### config.mk
export PLATFORM = sky130hd
export DESIGN_NAME = lv_core
export DESIGN_NICKNAME = d
export VERILOG_FILES = /design/src/hdl/lv_pkg.sv /design/src/hdl/lv_wdg_scan.sv /design/src/hdl/lv_reg_access_ctrl.sv /design/src/hdl/lv_reg_slv.sv /design/src/hdl/lv_core.sv
export VERILOG_INCLUDE_DIRS = /design/src /design/src/hdl
export SDC_FILE = /design/constraint.sdc
export NUM_CORES = 1
export LEC_CHECK = 0
export ABC_AREA = 1
export BUFFER_PORTS_ARGS = -buffer_cell sky130_fd_sc_hd__buf_2
export CAP_MARGIN = 20
export CORE_ASPECT_RATIO = 2
export CORE_MARGIN = 2
export CORE_UTILIZATION = 45
export DETAILED_ROUTE_END_ITERATION = 6
export GPL_TIMING_DRIVEN = 0
export MAX_ROUTING_LAYER = met4
export RECOVER_POWER = 50
export SLEW_MARGIN = 20
export SYNTH_ARGS = -nofsm -noshare
export SYNTH_HDL_FRONTEND = slang
export SYNTH_SLANG_ARGS = --single-unit
### constraint.sdc
create_clock -name i_clk -period 4.1 [get_ports i_clk]
set_input_delay 0.205 -clock i_clk [delete_from_list [all_inputs] [get_ports i_clk]]
set_output_delay 0.205 -clock i_clk [all_outputs]
set_load 0.02 [all_outputs]
### src/hdl/lv_core_cfg.svh
//========================================
// lv core configuration
// register file geometry and scanner pacing
//========================================
`ifndef LV_CORE_CFG_SVH
`define LV_CORE_CFG_SVH

//========================================
// register file
//========================================
`define LV_REG_NUM      8   // last address is the status register
`define LV_REG_AW       3
`define LV_REG_DW       8
`define LV_REG_CRC_W    4

//========================================
// watchdog scanner
//========================================
// idle cycles between two scan reads
`define LV_SCAN_GAP     16

`endif

### src/hdl/lv_pkg.sv
//========================================
// lv_pkg
// shared types, state encodings and the
// register CRC4 function
//========================================
`default_nettype none

`include "lv_core_cfg.svh"

package lv_pkg;

    typedef logic [`LV_REG_AW-1:0]    reg_addr_t;
    typedef logic [`LV_REG_DW-1:0]    reg_data_t;
    typedef logic [`LV_REG_CRC_W-1:0] reg_crc_t;

    typedef enum logic {
        LV_OP_RD = 1'b0,
        LV_OP_WR = 1'b1
    } lv_op_e;

    // arbiter
    typedef enum logic [1:0] {
        RAC_IDLE,
        RAC_ACCESS,
        RAC_ACK,
        RAC_RELEASE
    } rac_st_e;

    // watchdog scanner
    typedef enum logic [1:0] {
        SCAN_GAP,
        SCAN_REQ,
        SCAN_WAIT,
        SCAN_RELEASE
    } scan_st_e;

    localparam reg_crc_t LV_CRC_POLY = 4'h3; // x^4+x+1

    // zero seed, data msb first
    function automatic reg_crc_t lv_crc4(input reg_data_t data);
        reg_crc_t crc;
        logic     fb;
        crc = '0;
        for (int i = `LV_REG_DW - 1; i >= 0; i--) begin
            fb  = crc[`LV_REG_CRC_W-1] ^ data[i];
            crc = {crc[`LV_REG_CRC_W-2:0], 1'b0};
            if (fb) begin
                crc = crc ^ LV_CRC_POLY;
            end
        end
        return crc;
    endfunction

endpackage

`default_nettype wire

### src/hdl/lv_wdg_scan.sv
//========================================
// lv_wdg_scan
// watchdog scanner, reads each config
// register in turn and checks its CRC
//========================================
`default_nettype none

`include "lv_core_cfg.svh"

module lv_wdg_scan import lv_pkg::*; (
    input  logic        i_clk,
    input  logic        i_rst_n,

    input  logic        i_scan_en,

    output logic        o_scan_req,
    output reg_addr_t   o_scan_addr,
    input  logic        i_scan_ack,
    input  reg_data_t   i_scan_rdata,
    input  reg_crc_t    i_scan_rcrc,

    output logic        o_crc_mismatch
);

localparam int        GAP_W     = $clog2(`LV_SCAN_GAP + 1);
localparam reg_addr_t LAST_ADDR = reg_addr_t'(`LV_REG_NUM - 2); // status reg skipped

scan_st_e           state;
logic [GAP_W-1:0]   gap_cnt;
logic               gap_done;

assign gap_done = (gap_cnt == GAP_W'(`LV_SCAN_GAP - 1));

//========================================
// scan FSM
//========================================
always_ff @(posedge i_clk) begin
    if (!i_rst_n) begin
        state          <= SCAN_GAP;
        gap_cnt        <= '0;
        o_scan_req     <= 1'b0;
        o_scan_addr    <= '0;
        o_crc_mismatch <= 1'b0;
    end else begin
        o_crc_mismatch <= 1'b0;
        case (state)
            SCAN_GAP: begin
                if (!i_scan_en) begin
                    gap_cnt <= '0;       // parked
                end else if (gap_done) begin
                    gap_cnt <= '0;
                    state   <= SCAN_REQ;
                end else begin
                    gap_cnt <= gap_cnt + 1'b1;
                end
            end
            SCAN_REQ: begin
                o_scan_req <= 1'b1;
                state      <= SCAN_WAIT;
            end
            SCAN_WAIT: begin
                if (i_scan_ack) begin
                    o_scan_req     <= 1'b0;
                    o_crc_mismatch <= (lv_crc4(i_scan_rdata) != i_scan_rcrc);
                    state          <= SCAN_RELEASE;
                end
            end
            default: begin
                // wait for ack low before moving on
                if (!i_scan_ack) begin
                    o_scan_addr <= (o_scan_addr == LAST_ADDR) ? '0 : o_scan_addr + 1'b1;
                    state       <= SCAN_GAP;
                end
            end
        endcase
    end
end

//========================================
// assertions
//========================================
a_addr_range: assert property (@(posedge i_clk) disable iff (!i_rst_n)
    o_scan_addr < reg_addr_t'(`LV_REG_NUM - 1))
    else $error("scanner address reached the status register");

endmodule

`default_nettype wire

### src/hdl/lv_reg_access_ctrl.sv
//========================================
// lv_reg_access_ctrl
// round-robin arbiter between host port and
// watchdog scanner, one register access per
// four-phase handshake
//========================================
`default_nettype none

module lv_reg_access_ctrl import lv_pkg::*; (
    input  logic        i_clk,
    input  logic        i_rst_n,

    input  logic        i_host_req,
    input  lv_op_e      i_host_op,
    input  reg_addr_t   i_host_addr,
    input  reg_data_t   i_host_wdata,
    input  reg_crc_t    i_host_wcrc,
    output logic        o_host_ack,
    output reg_data_t   o_host_rdata,
    output reg_crc_t    o_host_rcrc,

    input  logic        i_scan_req,
    input  reg_addr_t   i_scan_addr,
    output logic        o_scan_ack,
    output reg_data_t   o_scan_rdata,
    output reg_crc_t    o_scan_rcrc,

    output logic        o_reg_ren,
    output logic        o_reg_wen,
    output reg_addr_t   o_reg_addr,
    output reg_data_t   o_reg_wdata,
    output reg_crc_t    o_reg_wcrc,
    input  logic        i_reg_rack,
    input  logic        i_reg_wack,
    input  reg_data_t   i_reg_rdata,
    input  reg_crc_t    i_reg_rcrc
);

rac_st_e    state;
logic       owner_scan;     // 1: scanner holds the current grant
logic       last_scan;      // round-robin history
logic       ack_q;
logic       grant_vld;
logic       grant_scan;
logic       owner_req;

assign grant_vld  = i_host_req | i_scan_req;
assign grant_scan = i_scan_req & (~i_host_req | ~last_scan);
assign owner_req  = owner_scan ? i_scan_req : i_host_req;

assign o_host_ack = ack_q & ~owner_scan;
assign o_scan_ack = ack_q & owner_scan;

//========================================
// handshake FSM
//========================================
always_ff @(posedge i_clk) begin
    if (!i_rst_n) begin
        state      <= RAC_IDLE;
        owner_scan <= 1'b0;
        last_scan  <= 1'b0;
        ack_q      <= 1'b0;
        o_reg_ren  <= 1'b0;
        o_reg_wen  <= 1'b0;
    end else begin
        o_reg_ren <= 1'b0; // single cycle strobes
        o_reg_wen <= 1'b0;
        case (state)
            RAC_IDLE: begin
                if (grant_vld) begin
                    state      <= RAC_ACCESS;
                    owner_scan <= grant_scan;
                    last_scan  <= grant_scan;
                    if (!grant_scan && i_host_op == LV_OP_WR) begin
                        o_reg_wen <= 1'b1;
                    end else begin
                        o_reg_ren <= 1'b1;
                    end
                end
            end
            RAC_ACCESS: begin
                if (i_reg_rack || i_reg_wack) begin
                    ack_q <= 1'b1;
                    state <= RAC_ACK;
                end
            end
            RAC_ACK: begin
                if (!owner_req) begin
                    ack_q <= 1'b0;
                    state <= RAC_RELEASE;
                end
            end
            default: state <= RAC_IDLE; // release, one spare cycle
        endcase
    end
end

// request fields and response data
always_ff @(posedge i_clk) begin
    if (state == RAC_IDLE && grant_vld) begin
        o_reg_addr  <= grant_scan ? i_scan_addr : i_host_addr;
        o_reg_wdata <= i_host_wdata;
        o_reg_wcrc  <= i_host_wcrc;
    end
    if (state == RAC_ACCESS && i_reg_rack) begin
        if (owner_scan) begin
            o_scan_rdata <= i_reg_rdata;
            o_scan_rcrc  <= i_reg_rcrc;
        end else begin
            o_host_rdata <= i_reg_rdata;
            o_host_rcrc  <= i_reg_rcrc;
        end
    end
end

//========================================
// assertions
//========================================
a_ren_wen_excl: assert property (@(posedge i_clk) disable iff (!i_rst_n)
    !(o_reg_ren && o_reg_wen))
    else $error("reg_ren and reg_wen high together");

a_host_ack_req: assert property (@(posedge i_clk) disable iff (!i_rst_n)
    $rose(o_host_ack) |-> i_host_req)
    else $error("host ack raised without host req");

a_scan_ack_req: assert property (@(posedge i_clk) disable iff (!i_rst_n)
    $rose(o_scan_ack) |-> i_scan_req)
    else $error("scan ack raised without scan req");

endmodule

`default_nettype wire

### src/hdl/lv_reg_slv.sv
//========================================
// lv_reg_slv
// register file, data and CRC per entry,
// last address holds the sticky CRC error
//========================================
`default_nettype none

`include "lv_core_cfg.svh"

module lv_reg_slv import lv_pkg::*; (
    input  logic        i_clk,
    input  logic        i_rst_n,

    input  logic        i_reg_ren,
    input  logic        i_reg_wen,
    input  reg_addr_t   i_reg_addr,
    input  reg_data_t   i_reg_wdata,
    input  reg_crc_t    i_reg_wcrc,
    output logic        o_reg_rack,
    output logic        o_reg_wack,
    output reg_data_t   o_reg_rdata,
    output reg_crc_t    o_reg_rcrc,

    input  logic        i_crc_mismatch,
    output logic        o_crc_err
);

localparam reg_addr_t STAT_ADDR = reg_addr_t'(`LV_REG_NUM - 1);

reg_data_t  mem_data [`LV_REG_NUM-1];
reg_crc_t   mem_crc  [`LV_REG_NUM-1];
reg_data_t  stat_val;
logic       stat_sel;
logic       err_clr;

assign stat_sel = (i_reg_addr == STAT_ADDR);
assign stat_val = {{(`LV_REG_DW-1){1'b0}}, o_crc_err};
assign err_clr  = i_reg_wen & stat_sel & i_reg_wdata[0]; // write 1 to clear

//========================================
// storage
//========================================
always_ff @(posedge i_clk) begin
    if (!i_rst_n) begin
        for (int i = 0; i < `LV_REG_NUM - 1; i++) begin
            mem_data[i] <= '0;
            mem_crc[i]  <= '0;
        end
    end else if (i_reg_wen && !stat_sel) begin
        mem_data[i_reg_addr] <= i_reg_wdata;   // crc kept as supplied
        mem_crc[i_reg_addr]  <= i_reg_wcrc;
    end
end

// sticky error, set has priority
always_ff @(posedge i_clk) begin
    if (!i_rst_n) begin
        o_crc_err <= 1'b0;
    end else if (i_crc_mismatch) begin
        o_crc_err <= 1'b1;
    end else if (err_clr) begin
        o_crc_err <= 1'b0;
    end
end

//========================================
// response, one cycle after the strobe
//========================================
always_ff @(posedge i_clk) begin
    if (!i_rst_n) begin
        o_reg_rack <= 1'b0;
        o_reg_wack <= 1'b0;
    end else begin
        o_reg_rack <= i_reg_ren;
        o_reg_wack <= i_reg_wen;
    end
end

always_ff @(posedge i_clk) begin
    if (i_reg_ren) begin
        if (stat_sel) begin
            o_reg_rdata <= stat_val;
            o_reg_rcrc  <= lv_crc4(stat_val);
        end else begin
            o_reg_rdata <= mem_data[i_reg_addr];
            o_reg_rcrc  <= mem_crc[i_reg_addr];
        end
    end
end

//========================================
// assertions
//========================================
a_ren_rack: assert property (@(posedge i_clk) disable iff (!i_rst_n)
    i_reg_ren |=> o_reg_rack)
    else $error("reg_rack missing one cycle after reg_ren");

endmodule

`default_nettype wire

### src/hdl/lv_core.sv
//========================================
// lv_core
// register subsystem top, host port and
// watchdog scanner sharing one register file
//========================================
`default_nettype none

module lv_core import lv_pkg::*; (
    input  logic        i_clk,
    input  logic        i_rst_n,

    input  logic        i_host_req,
    input  lv_op_e      i_host_op,
    input  reg_addr_t   i_host_addr,
    input  reg_data_t   i_host_wdata,
    input  reg_crc_t    i_host_wcrc,
    output logic        o_host_ack,
    output reg_data_t   o_host_rdata,
    output reg_crc_t    o_host_rcrc,

    input  logic        i_scan_en,      // scanner run enable
    output logic        o_crc_err
);

// scanner <-> arbiter
logic       scan_req;
reg_addr_t  scan_addr;
logic       scan_ack;
reg_data_t  scan_rdata;
reg_crc_t   scan_rcrc;
logic       crc_mismatch;

// arbiter <-> register file
logic       reg_ren;
logic       reg_wen;
reg_addr_t  reg_addr;
reg_data_t  reg_wdata;
reg_crc_t   reg_wcrc;
logic       reg_rack;
logic       reg_wack;
reg_data_t  reg_rdata;
reg_crc_t   reg_rcrc;

lv_wdg_scan u_lv_wdg_scan (
    .i_clk              (i_clk          ),
    .i_rst_n            (i_rst_n        ),
    .i_scan_en          (i_scan_en      ),
    .o_scan_req         (scan_req       ),
    .o_scan_addr        (scan_addr      ),
    .i_scan_ack         (scan_ack       ),
    .i_scan_rdata       (scan_rdata     ),
    .i_scan_rcrc        (scan_rcrc      ),
    .o_crc_mismatch     (crc_mismatch   )
);

lv_reg_access_ctrl u_lv_reg_access_ctrl (
    .i_clk              (i_clk          ),
    .i_rst_n            (i_rst_n        ),
    .i_host_req         (i_host_req     ),
    .i_host_op          (i_host_op      ),
    .i_host_addr        (i_host_addr    ),
    .i_host_wdata       (i_host_wdata   ),
    .i_host_wcrc        (i_host_wcrc    ),
    .o_host_ack         (o_host_ack     ),
    .o_host_rdata       (o_host_rdata   ),
    .o_host_rcrc        (o_host_rcrc    ),
    .i_scan_req         (scan_req       ),
    .i_scan_addr        (scan_addr      ),
    .o_scan_ack         (scan_ack       ),
    .o_scan_rdata       (scan_rdata     ),
    .o_scan_rcrc        (scan_rcrc      ),
    .o_reg_ren          (reg_ren        ),
    .o_reg_wen          (reg_wen        ),
    .o_reg_addr         (reg_addr       ),
    .o_reg_wdata        (reg_wdata      ),
    .o_reg_wcrc         (reg_wcrc       ),
    .i_reg_rack         (reg_rack       ),
    .i_reg_wack         (reg_wack       ),
    .i_reg_rdata        (reg_rdata      ),
    .i_reg_rcrc         (reg_rcrc       )
);

lv_reg_slv u_lv_reg_slv (
    .i_clk              (i_clk          ),
    .i_rst_n            (i_rst_n        ),
    .i_reg_ren          (reg_ren        ),
    .i_reg_wen          (reg_wen        ),
    .i_reg_addr         (reg_addr       ),
    .i_reg_wdata        (reg_wdata      ),
    .i_reg_wcrc         (reg_wcrc       ),
    .o_reg_rack         (reg_rack       ),
    .o_reg_wack         (reg_wack       ),
    .o_reg_rdata        (reg_rdata      ),
    .o_reg_rcrc         (reg_rcrc       ),
    .i_crc_mismatch     (crc_mismatch   ),
    .o_crc_err          (o_crc_err      )
);

endmodule

`default_nettype wire

==> results.md, run 1 <==
- The TritonCTS clock tree is done.
- The type of destination of the critical path is a flip-flop.
- The worst setup path is launched from a flip-flop.
- The global placer's final weighted congestion is 0.899.
- The maximum clock path buffer count is 2.
- For this design the ratio of total power to cell area is 609 nW/µm².
- Before antenna repair, the detailed router went through 5 iterations.
- The floorplan has 65 rows.
- The number of clock sinks is 171.
- Final hold analysis gives a worst-case slack of 0.0597 ns.
- The number of top-level design ports is 34.
- The number of maximum-capacitance violations is 0.
- Relative to the synthesized area, the layout overhead comes to 15.3%.
- The number of hold violations in the final report is 0.
- The distinct cell type count after synthesis is 36.
- The fraction of registers with async set/reset is 0%.
- The region available for standard cell placement spans 15800 µm².
- The number of diodes added for antenna fixing is 0.
- The maximum net fanout on the critical path is 12.
- Port buffering added 32 buffers.
- Summing the sequential cell areas from Yosys gives 65.9% of the chip area.
- The launching point of the worst reg2reg path is u_lv_reg_access_ctrl.o_reg_addr[2].
- The endpoint of the worst-slack reg-to-reg timing path is u_lv_reg_slv.mem_data[3][4].
- The total count of max-transition violations in the final report came to 0.
- Setup repair after global routing left no endpoint under its margin.
- The total via count after detailed routing is 5190.
- The global router's overall resource usage is 22.1%.
- Among all flip-flop cells after synthesis, the most frequent one is sky130_fd_sc_hd__edfxtp_1.
- The count of warnings emitted by yosys is 0.
- The most common cell in the synthesized netlist is sky130_fd_sc_hd__nor2_1.
- The share of the clock period used by the worst path after layout is 71.3%.
- The total half-perimeter wirelength after legalization and detailed placement is 12800 µm.
- The logic depth of the worst register-to-register path is 10.
- Summed over its instances, the top area cell type makes up 56.0% of the synthesized netlist area.
- Entering global routing, the biggest net connects 19 pins.
- In the final timing run, aggregate negative setup slack is 0 ns.
- The leading area contributor after synthesis is sky130_fd_sc_hd__edfxtp_1.
- The standby leakage power is 0.00326 µW.
- The number of levels the H-tree was split into is 4.
- A synthesized cell averages 10.2 µm².
- The area of the mapped netlist is 7240 µm².
- The routed design has 17300 µm of wire.
- The DRC marker count from the first detailed-route iteration is 298.
- The required time of the critical path is 4.12 ns.
- The largest vdd supply drop is 0.000337 V.
- The library cell used as clock root buffer is sky130_fd_sc_hd__clkbuf_16.
- The clock skew is 0.00899 ns.
- Setup violations remaining at the end of the flow were counted as 0.
- For the worst-skew pair, the clock arrives at the later sink with an insertion delay of 0.43 ns.
- The detail-routed via count per cell is 5.20.
- The final global-route overflow total is 0.
- In this run, synthesis inferred 135 flip-flops with an integrated enable.
- After detailed routing, the number of remaining DRC violations is 0.
- The hold path startpoint is i_scan_en.
- The height of the die is 183 µm.
- Once the clock tree was built, the setup fixing pass inserted 0 buffers.
- TritonCTS created 17 clock buffers.
- For flop-to-flop paths, the worst setup slack is 1.18 ns.
- The critical path is of the flip-flop to flip-flop type.
- The die covers 17200 µm².
- The first global-routing pass estimated 27400 µm of wire.
- The via count of the first global-routing pass is 5363.
- The path with the worst hold slack has its endpoint at u_lv_wdg_scan.gap_cnt[0].
- The signal arrival time at the worst endpoint is 2.95 ns.
- The post-cts gate resize count is 0.
- The shortest clock period the worst path allows after layout is 2.92 ns.
- The commonest cells after synthesis are sky130_fd_sc_hd__nor2_1, sky130_fd_sc_hd__edfxtp_1, sky130_fd_sc_hd__nand2_1.
- The starting density of the core is 45.9%.
- The type of the worst min-delay path is input pin to flip-flop.
- The run finished with clean final reports.
- Measured against its own limit, the worst slew margin works out to 34.7%.
- Sorting the synthesized cells by area gives the leading types as sky130_fd_sc_hd__edfxtp_1, sky130_fd_sc_hd__dfxtp_1, sky130_fd_sc_hd__nor2_1, sky130_fd_sc_hd__o21ai_0, sky130_fd_sc_hd__nand2_1.
- The floorplan step set the die width to 93.7 µm.
- The number of buffers inserted for hold repair after clock tree synthesis is 12.
- Clock-pin slew was measured on the worst setup and hold paths at 0.06 ns.
- The number of routed nets with antenna violations is 0.
- At the pin with the least slew margin, the transition time is 0.976 ns.
- The initial antenna violation count came to 0.
- The post-route netlist has 8.28% of its cells at a drive strength greater than 1.
- The net total in the final layout is 813.
- Synthesis inferred 171 register bits.
- The timing-limited maximum frequency is 0.342 GHz.
- The instance count of the mapped netlist is 709.
- Counting instances, the worst hold path has a depth of 3.
- The per-cell routed wire length is 17.3 µm.
-- stage by stage --
step / setup WS (ns) / cell area, µm² / cells / total power (µW) / utilization [%]
global route: 0.969 / 8350 / 998 / 5360 / 52.9
CTS: 1.81 / 8440 / 998 / 5140 / 53.5
global placement: 1.73 / 7700 / 953 / 3440 / 48.8
detailed placement: 1.83 / 7710 / 954 / 3480 / 48.9
floorplan: 2.20 / 7280 / 720 / 3060 / -
finish: 1.18 / 8350 / 998 / 5090 / 52.9
-- worst max path at each step --
stage | start | end | slack [ns] | cells after the start
after global routing | u_lv_reg_access_ctrl.o_reg_addr[2] | u_lv_reg_slv.mem_data[3][7] | 0.97 | 10
after global placement | u_lv_reg_access_ctrl.state[0] | flip-flop | 1.73 | 5
after floorplan | u_lv_reg_access_ctrl.state[0] | u_lv_reg_access_ctrl.o_reg_addr[0] | 2.20 | 4
final | u_lv_reg_access_ctrl.o_reg_addr[2] | u_lv_reg_slv.mem_data[3][4] | 1.18 | 10
after CTS | u_lv_reg_access_ctrl.o_reg_addr[2] | u_lv_reg_slv.mem_crc[0][1] | 1.81 | 10
after detailed placement | u_lv_reg_access_ctrl.o_reg_addr[2] | u_lv_reg_slv.mem_data[0][6] | 1.83 | 10
-- power breakdown --
part | switching, µW | internal [µW] | total (µW) | leakage, µW
Clock | 676 | 969 | 1640 | 0.000288
Combinational | 866 | 376 | 1240 | 0.00135
Sequential | 107 | 2100 | 2200 | 0.00163
-- critical path, stage by stage, from the launching register on --
cell                       delay [ns]
sky130_fd_sc_hd__edfxtp_1        0.41
sky130_fd_sc_hd__nand2_1         0.11
sky130_fd_sc_hd__nor2_1          0.32
sky130_fd_sc_hd__clkinv_1        0.15
sky130_fd_sc_hd__nand2_1         0.09
sky130_fd_sc_hd__inv_1           0.08
sky130_fd_sc_hd__nand2_1         0.11
sky130_fd_sc_hd__nor2_1          0.10
sky130_fd_sc_hd__nand2_1         0.15
sky130_fd_sc_hd__clkbuf_1        0.46
sky130_fd_sc_hd__nand2_1         0.54
-- cell families after synthesis --
group | synth area share (%)
other | 0.0518
AOI/OAI and AO/OA | 10.3
adders and majority gates | 1.55
and+or+nand+nor | 16.4
DFF | 65.9
buffers and inverters | 5.67
xor gates and xnor gates | 0.121
-- sequential cells by signal, summed over array words and instances (netlist names), 2 cells and up, named ones only --
register / count
u_lv_reg_access_ctrl.o_host_rdata: 8
u_lv_reg_access_ctrl.o_host_rcrc: 4
u_lv_reg_access_ctrl.o_scan_rcrc: 4
u_lv_reg_access_ctrl.o_reg_wdata: 8
u_lv_reg_slv.o_reg_rcrc: 4
u_lv_wdg_scan.gap_cnt: 5
u_lv_reg_slv.mem_crc: 32
u_lv_reg_access_ctrl.state: 2
u_lv_reg_access_ctrl.o_scan_rdata: 8
u_lv_wdg_scan.state: 2
u_lv_reg_access_ctrl.o_reg_wcrc: 4
u_lv_reg_slv.o_reg_rdata: 8
u_lv_wdg_scan.o_scan_addr: 3
u_lv_reg_access_ctrl.o_reg_addr: 3
u_lv_reg_slv.mem_data: 64
-- routing by layer --
| metal | vias up | wire (µm) | GRT usage [%] |
|---|---|---|---|
| met5 | - | 0 | - |
| met4 | 0 | 1010 | 13.5 |
| met3 | 48 | 471 | 3.20 |
| met2 | 119 | 9790 | 41.5 |
| met1 | 2488 | 6020 | 20.1 |
| li1 | 2535 | - | - |
-- cell type report --
| cell class | instances | area, µm² |
|---|---|---|
| Buffer | 29 | 143 |
| Clock buffer | 17 | 425 |
| Clock inverter | 15 | 186 |
| Fill cell | 1436 | 7420 |
| Inverter | 66 | 249 |
| Multi-Input combinational cell | 454 | 2060 |
| Sequential cell | 171 | 4770 |
| Tap cell | 201 | 251 |
| Timing Repair Buffer | 45 | 267 |
-- layout by cell type (no fill, tap or decap), types with 9 or more instances in the layout --
| cell | n |
|---|---|
| sky130_fd_sc_hd__buf_2 | 24 |
| sky130_fd_sc_hd__dlygate4sd3_1 | 12 |
| sky130_fd_sc_hd__inv_1 | 63 |
| sky130_fd_sc_hd__ha_1 | 9 |
| sky130_fd_sc_hd__nand2_1 | 94 |
| sky130_fd_sc_hd__dfxtp_1 | 36 |
| sky130_fd_sc_hd__o21ai_0 | 87 |
| sky130_fd_sc_hd__o22ai_1 | 24 |
| sky130_fd_sc_hd__a21oi_1 | 17 |
| sky130_fd_sc_hd__nand3_1 | 12 |
| sky130_fd_sc_hd__conb_1 | 12 |
| sky130_fd_sc_hd__nor2_1 | 174 |
| sky130_fd_sc_hd__edfxtp_1 | 135 |
| sky130_fd_sc_hd__clkbuf_1 | 32 |
| sky130_fd_sc_hd__clkbuf_16 | 17 |
No activity file was read; power rests on OpenSTA's default activity.
==> inputs of run 2 (changes only) <==
==> constraint.sdc (replaced) <==
create_clock -name i_clk -period 2.45 [get_ports i_clk]
set_input_delay 0.1225 -clock i_clk [delete_from_list [all_inputs] [get_ports i_clk]]
set_output_delay 0.1225 -clock i_clk [all_outputs]
set_load 0.02 [all_outputs]
==> run 2 against run 1 <==
Against the previous run: first-iteration DRC count is 11% higher; die area unchanged; combinational power up 69%; sequential cell count unchanged; final cell count up 0.10%; clock skew shrank 0.00051 ns.
==> results.md, run 2 (same netlist as run 1, synthesis figures left out) <==
- The total half-perimeter wirelength after legalization and detailed placement is 12800 µm (unchanged).
- The total negative setup slack was 0 ns (unchanged).
- The number of levels the H-tree was split into is 4 (unchanged).
- The global-route wire length before repair was 27300 µm (about the same).
- The number of flip-flops under the largest register name is 64 (unchanged).
- The final wirelength is 17200 µm (-0.26%).
- The design internal power is 5770 µW (+68%).
- The number of clock sinks is 171 (unchanged).
- Setup repair after global routing left no endpoint under its margin.
- The per-cell routed wire length is 17.3 µm (-0.36%).
- The core area came to 15800 µm² (unchanged).
- The post-placement setup slack was 0.184 ns (-1.65 ns).
- The required time of the critical path was 2.51 ns (-1.61 ns).
- The worst hold path begins at i_rst_n.
- The count of endpoints failing setup in the final report is 0 (unchanged).
- The starting density of the core is 45.9% (unchanged).
- The total count of max-transition violations in the final report is 0 (unchanged).
- The slew at the pin closest to its max-slew limit is 0.976 ns (+0.000152 ns).
- The number of post-CTS setup repair buffers is 0 (unchanged).
- The clock share of power came to 32.3% (about the same).
- The total via count after detailed routing is 5191 (+0.019%).
- The largest vdd supply drop is 0.000564 V (+67%).
- The net total in the final layout was 814 (+0.12%).
- The maximum net fanout on the critical path is 12 (unchanged).
- The number of hold violations in the final report came to 0 (unchanged).
- The signal arrival time at the worst endpoint is 2.35 ns (-0.60 ns).
- The number of I/O port buffers is 32 (unchanged).
- The number of diodes added for antenna fixing is 0 (unchanged).
- The number of instances in the placed design was 954 (unchanged).
- The final global-route overflow total is 0 (unchanged).
- The timing startpoint of the critical path is u_lv_reg_access_ctrl.o_reg_addr[0].
- The area of the die came to 17200 µm² (unchanged).
- The site row count came to 65 (unchanged).
- The count of TritonRoute iterations in the first routing pass is 5 (unchanged).
- The combinational group share of total power is 24.5% (about the same).
- The startpoint class of the critical path is a flip-flop.
- The power per cell area is 1020 nW/µm² (+67%).
- The final instance area was 8400 µm² (+0.61%).
- The TritonCTS clock tree is done.
- The pin count of the biggest net entering global routing is 19 (unchanged).
- The clock transition at the registers of the reported paths came to 0.07 ns (about the same).
- The detail-routed via count per cell is 5.20 (about the same).
- The height of the die is 183 µm (unchanged).
- The DRC marker count from the first detailed-route iteration was 330 (+11%).
- The area growth from synthesis to layout is 16.0%.
- The number of standard cells in the final layout excluding fillers is 999 (+0.10%).
- The sequential cell fraction of total power is 43.2% (about the same).
- The placed instance area came to 7710 µm² (unchanged).
- The leading cell type in the layout, fill and taps excluded is sky130_fd_sc_hd__nor2_1.
- The register with the most flip-flops in the final layout is u_lv_reg_slv.mem_data.
- The category of the critical setup timing path is flip-flop to flip-flop.
- The number of routed nets with antenna violations is 0 (unchanged).
- The number of top-level design ports was 34 (unchanged).
- The number of DRC violations after detailed routing is 0 (unchanged).
- The width of the chip is 93.7 µm (unchanged).
- In the layout the commonest cells are sky130_fd_sc_hd__nor2_1, sky130_fd_sc_hd__edfxtp_1, sky130_fd_sc_hd__nand2_1.
- The net load switching power is 2780 µW (+68%).
- The normalized max-slew margin is 34.7% (about the same).
- The number of maximum-capacitance violations is 0 (unchanged).
- The worst setup path is captured at a flip-flop.
- The standby leakage power is 0.00328 µW (+0.52%).
- The share of post-route cells with drive strength above 1 was 9.52% (+1.2 points).
- The final core area utilization is 53.3% (+0.33 points).
- The maximum clock path buffer count is 2 (unchanged).
- The run finished with clean final reports.
- The startpoint identified for the worst register-to-register timing path is u_lv_reg_access_ctrl.o_reg_addr[0].
- The clock network latency to the later pin of the worst-skew pair is 0.43 ns (about the same).
- The global placer's final weighted congestion is 0.899 (unchanged).
- The switching share of power is 32.5% (+0.11 points).
- The share of the clock period used by the worst path after layout is 93.5% (+22 points).
- The initial antenna violation count came to 0 (unchanged).
- The shortest clock period the worst path allows after layout came to 2.29 ns (-0.633 ns).
- The via count of the first global-routing pass is 5357 (-0.11%).
- The timing-limited maximum frequency was 0.437 GHz (+28%).
- The number of buffers inserted during clock tree synthesis is 17 (unchanged).
- The setup slack after layout is 0.159 ns (-1.02 ns).
- The worst hold path belongs to the class input pin to flip-flop.
- The clock skew was 0.00848 ns (-0.000509 ns).
- The library cell used as clock root buffer is sky130_fd_sc_hd__clkbuf_16.
- The largest registers in the layout are u_lv_reg_slv.mem_data x64, u_lv_reg_slv.mem_crc x32.
- The global router's overall resource usage is 22.1% (about the same).
[run 2: cell count changes in the layout (fill, tap and decap cells not counted), sizes merged]
cell | previous run | this run
clkinv | 5 | 4
buf | 30 | 32
inv | 69 | 70
dlygate4sd3 | 12 | 13
clkbuf | 49 | 47
[run 2: final cells by class]
class,instances,area (µm²)
Buffer,29,158
Clock buffer,17,425
Clock inverter,15,186
Fill cell,1426,7370
Inverter,66,249
Multi-Input combinational cell,454,2080
Sequential cell,171,4770
Tap cell,201,251
Timing Repair Buffer,46,278
[run 2: power groups by stage]
| stage | clock network, µW | logic, µW | registers, µW |
|---|---|---|---|
| final | 2760 | 2090 | 3690 |
| after global routing | 2930 | 2340 | 3720 |
| after detailed placement | 0 | 2070 | 3750 |
| after global placement | 0 | 2020 | 3750 |
| after floorplan | 0 | 1430 | 3690 |
| after CTS | 2800 | 2110 | 3690 |
[run 2: through the flow]
| step | hold slack, ns | power (µW) |
|---|---|---|
| after CTS | 0.0114 | 8600 |
| after global routing | 0.0141 | 8990 |
| final | 0.0229 | 8540 |
| after floorplan | 0.221 | 5120 |
| after global placement | 0.299 | 5760 |
| after detailed placement | 0.301 | 5830 |
[run 2: worst paths after layout]
| path | to | slack [ns] | cells after the start |
|---|---|---|---|
| hold reg to reg | u_lv_wdg_scan.gap_cnt[4] | 0.45 | 2 |
| setup reg to reg | u_lv_reg_slv.mem_data[3][6] | 0.16 | 10 |
| hold / removal | u_lv_reg_slv.mem_data[6][0] | 0.02 | 3 |
| setup / recovery | u_lv_reg_slv.mem_data[3][6] | 0.16 | 10 |
[run 2: repair_timing]
action                    in CTS  in global routing
hold endpoints to repair      13                  0
hold buffers                  13                  0
gates resized for setup        0                  0
[run 2: critical path: stages (launching register included)]
cell	delay [ns]
sky130_fd_sc_hd__edfxtp_1	0.46
sky130_fd_sc_hd__inv_1	0.14
sky130_fd_sc_hd__nor2_4	0.07
sky130_fd_sc_hd__inv_1	0.08
sky130_fd_sc_hd__nand2_2	0.05
sky130_fd_sc_hd__inv_2	0.08
sky130_fd_sc_hd__nand2_2	0.07
sky130_fd_sc_hd__nor2_2	0.17
sky130_fd_sc_hd__nand2_1	0.17
sky130_fd_sc_hd__buf_6	0.19
sky130_fd_sc_hd__nand2_1	0.44
[run 2: routing by layer]
metal  global-route usage, %  up-vias  wire, µm
li1                        -     2537         -
met4                    13.5        0       949
met5                       -        -         0
met3                    3.20       41       436
met1                    20.1     2504      5950
met2                    41.5      109      9910
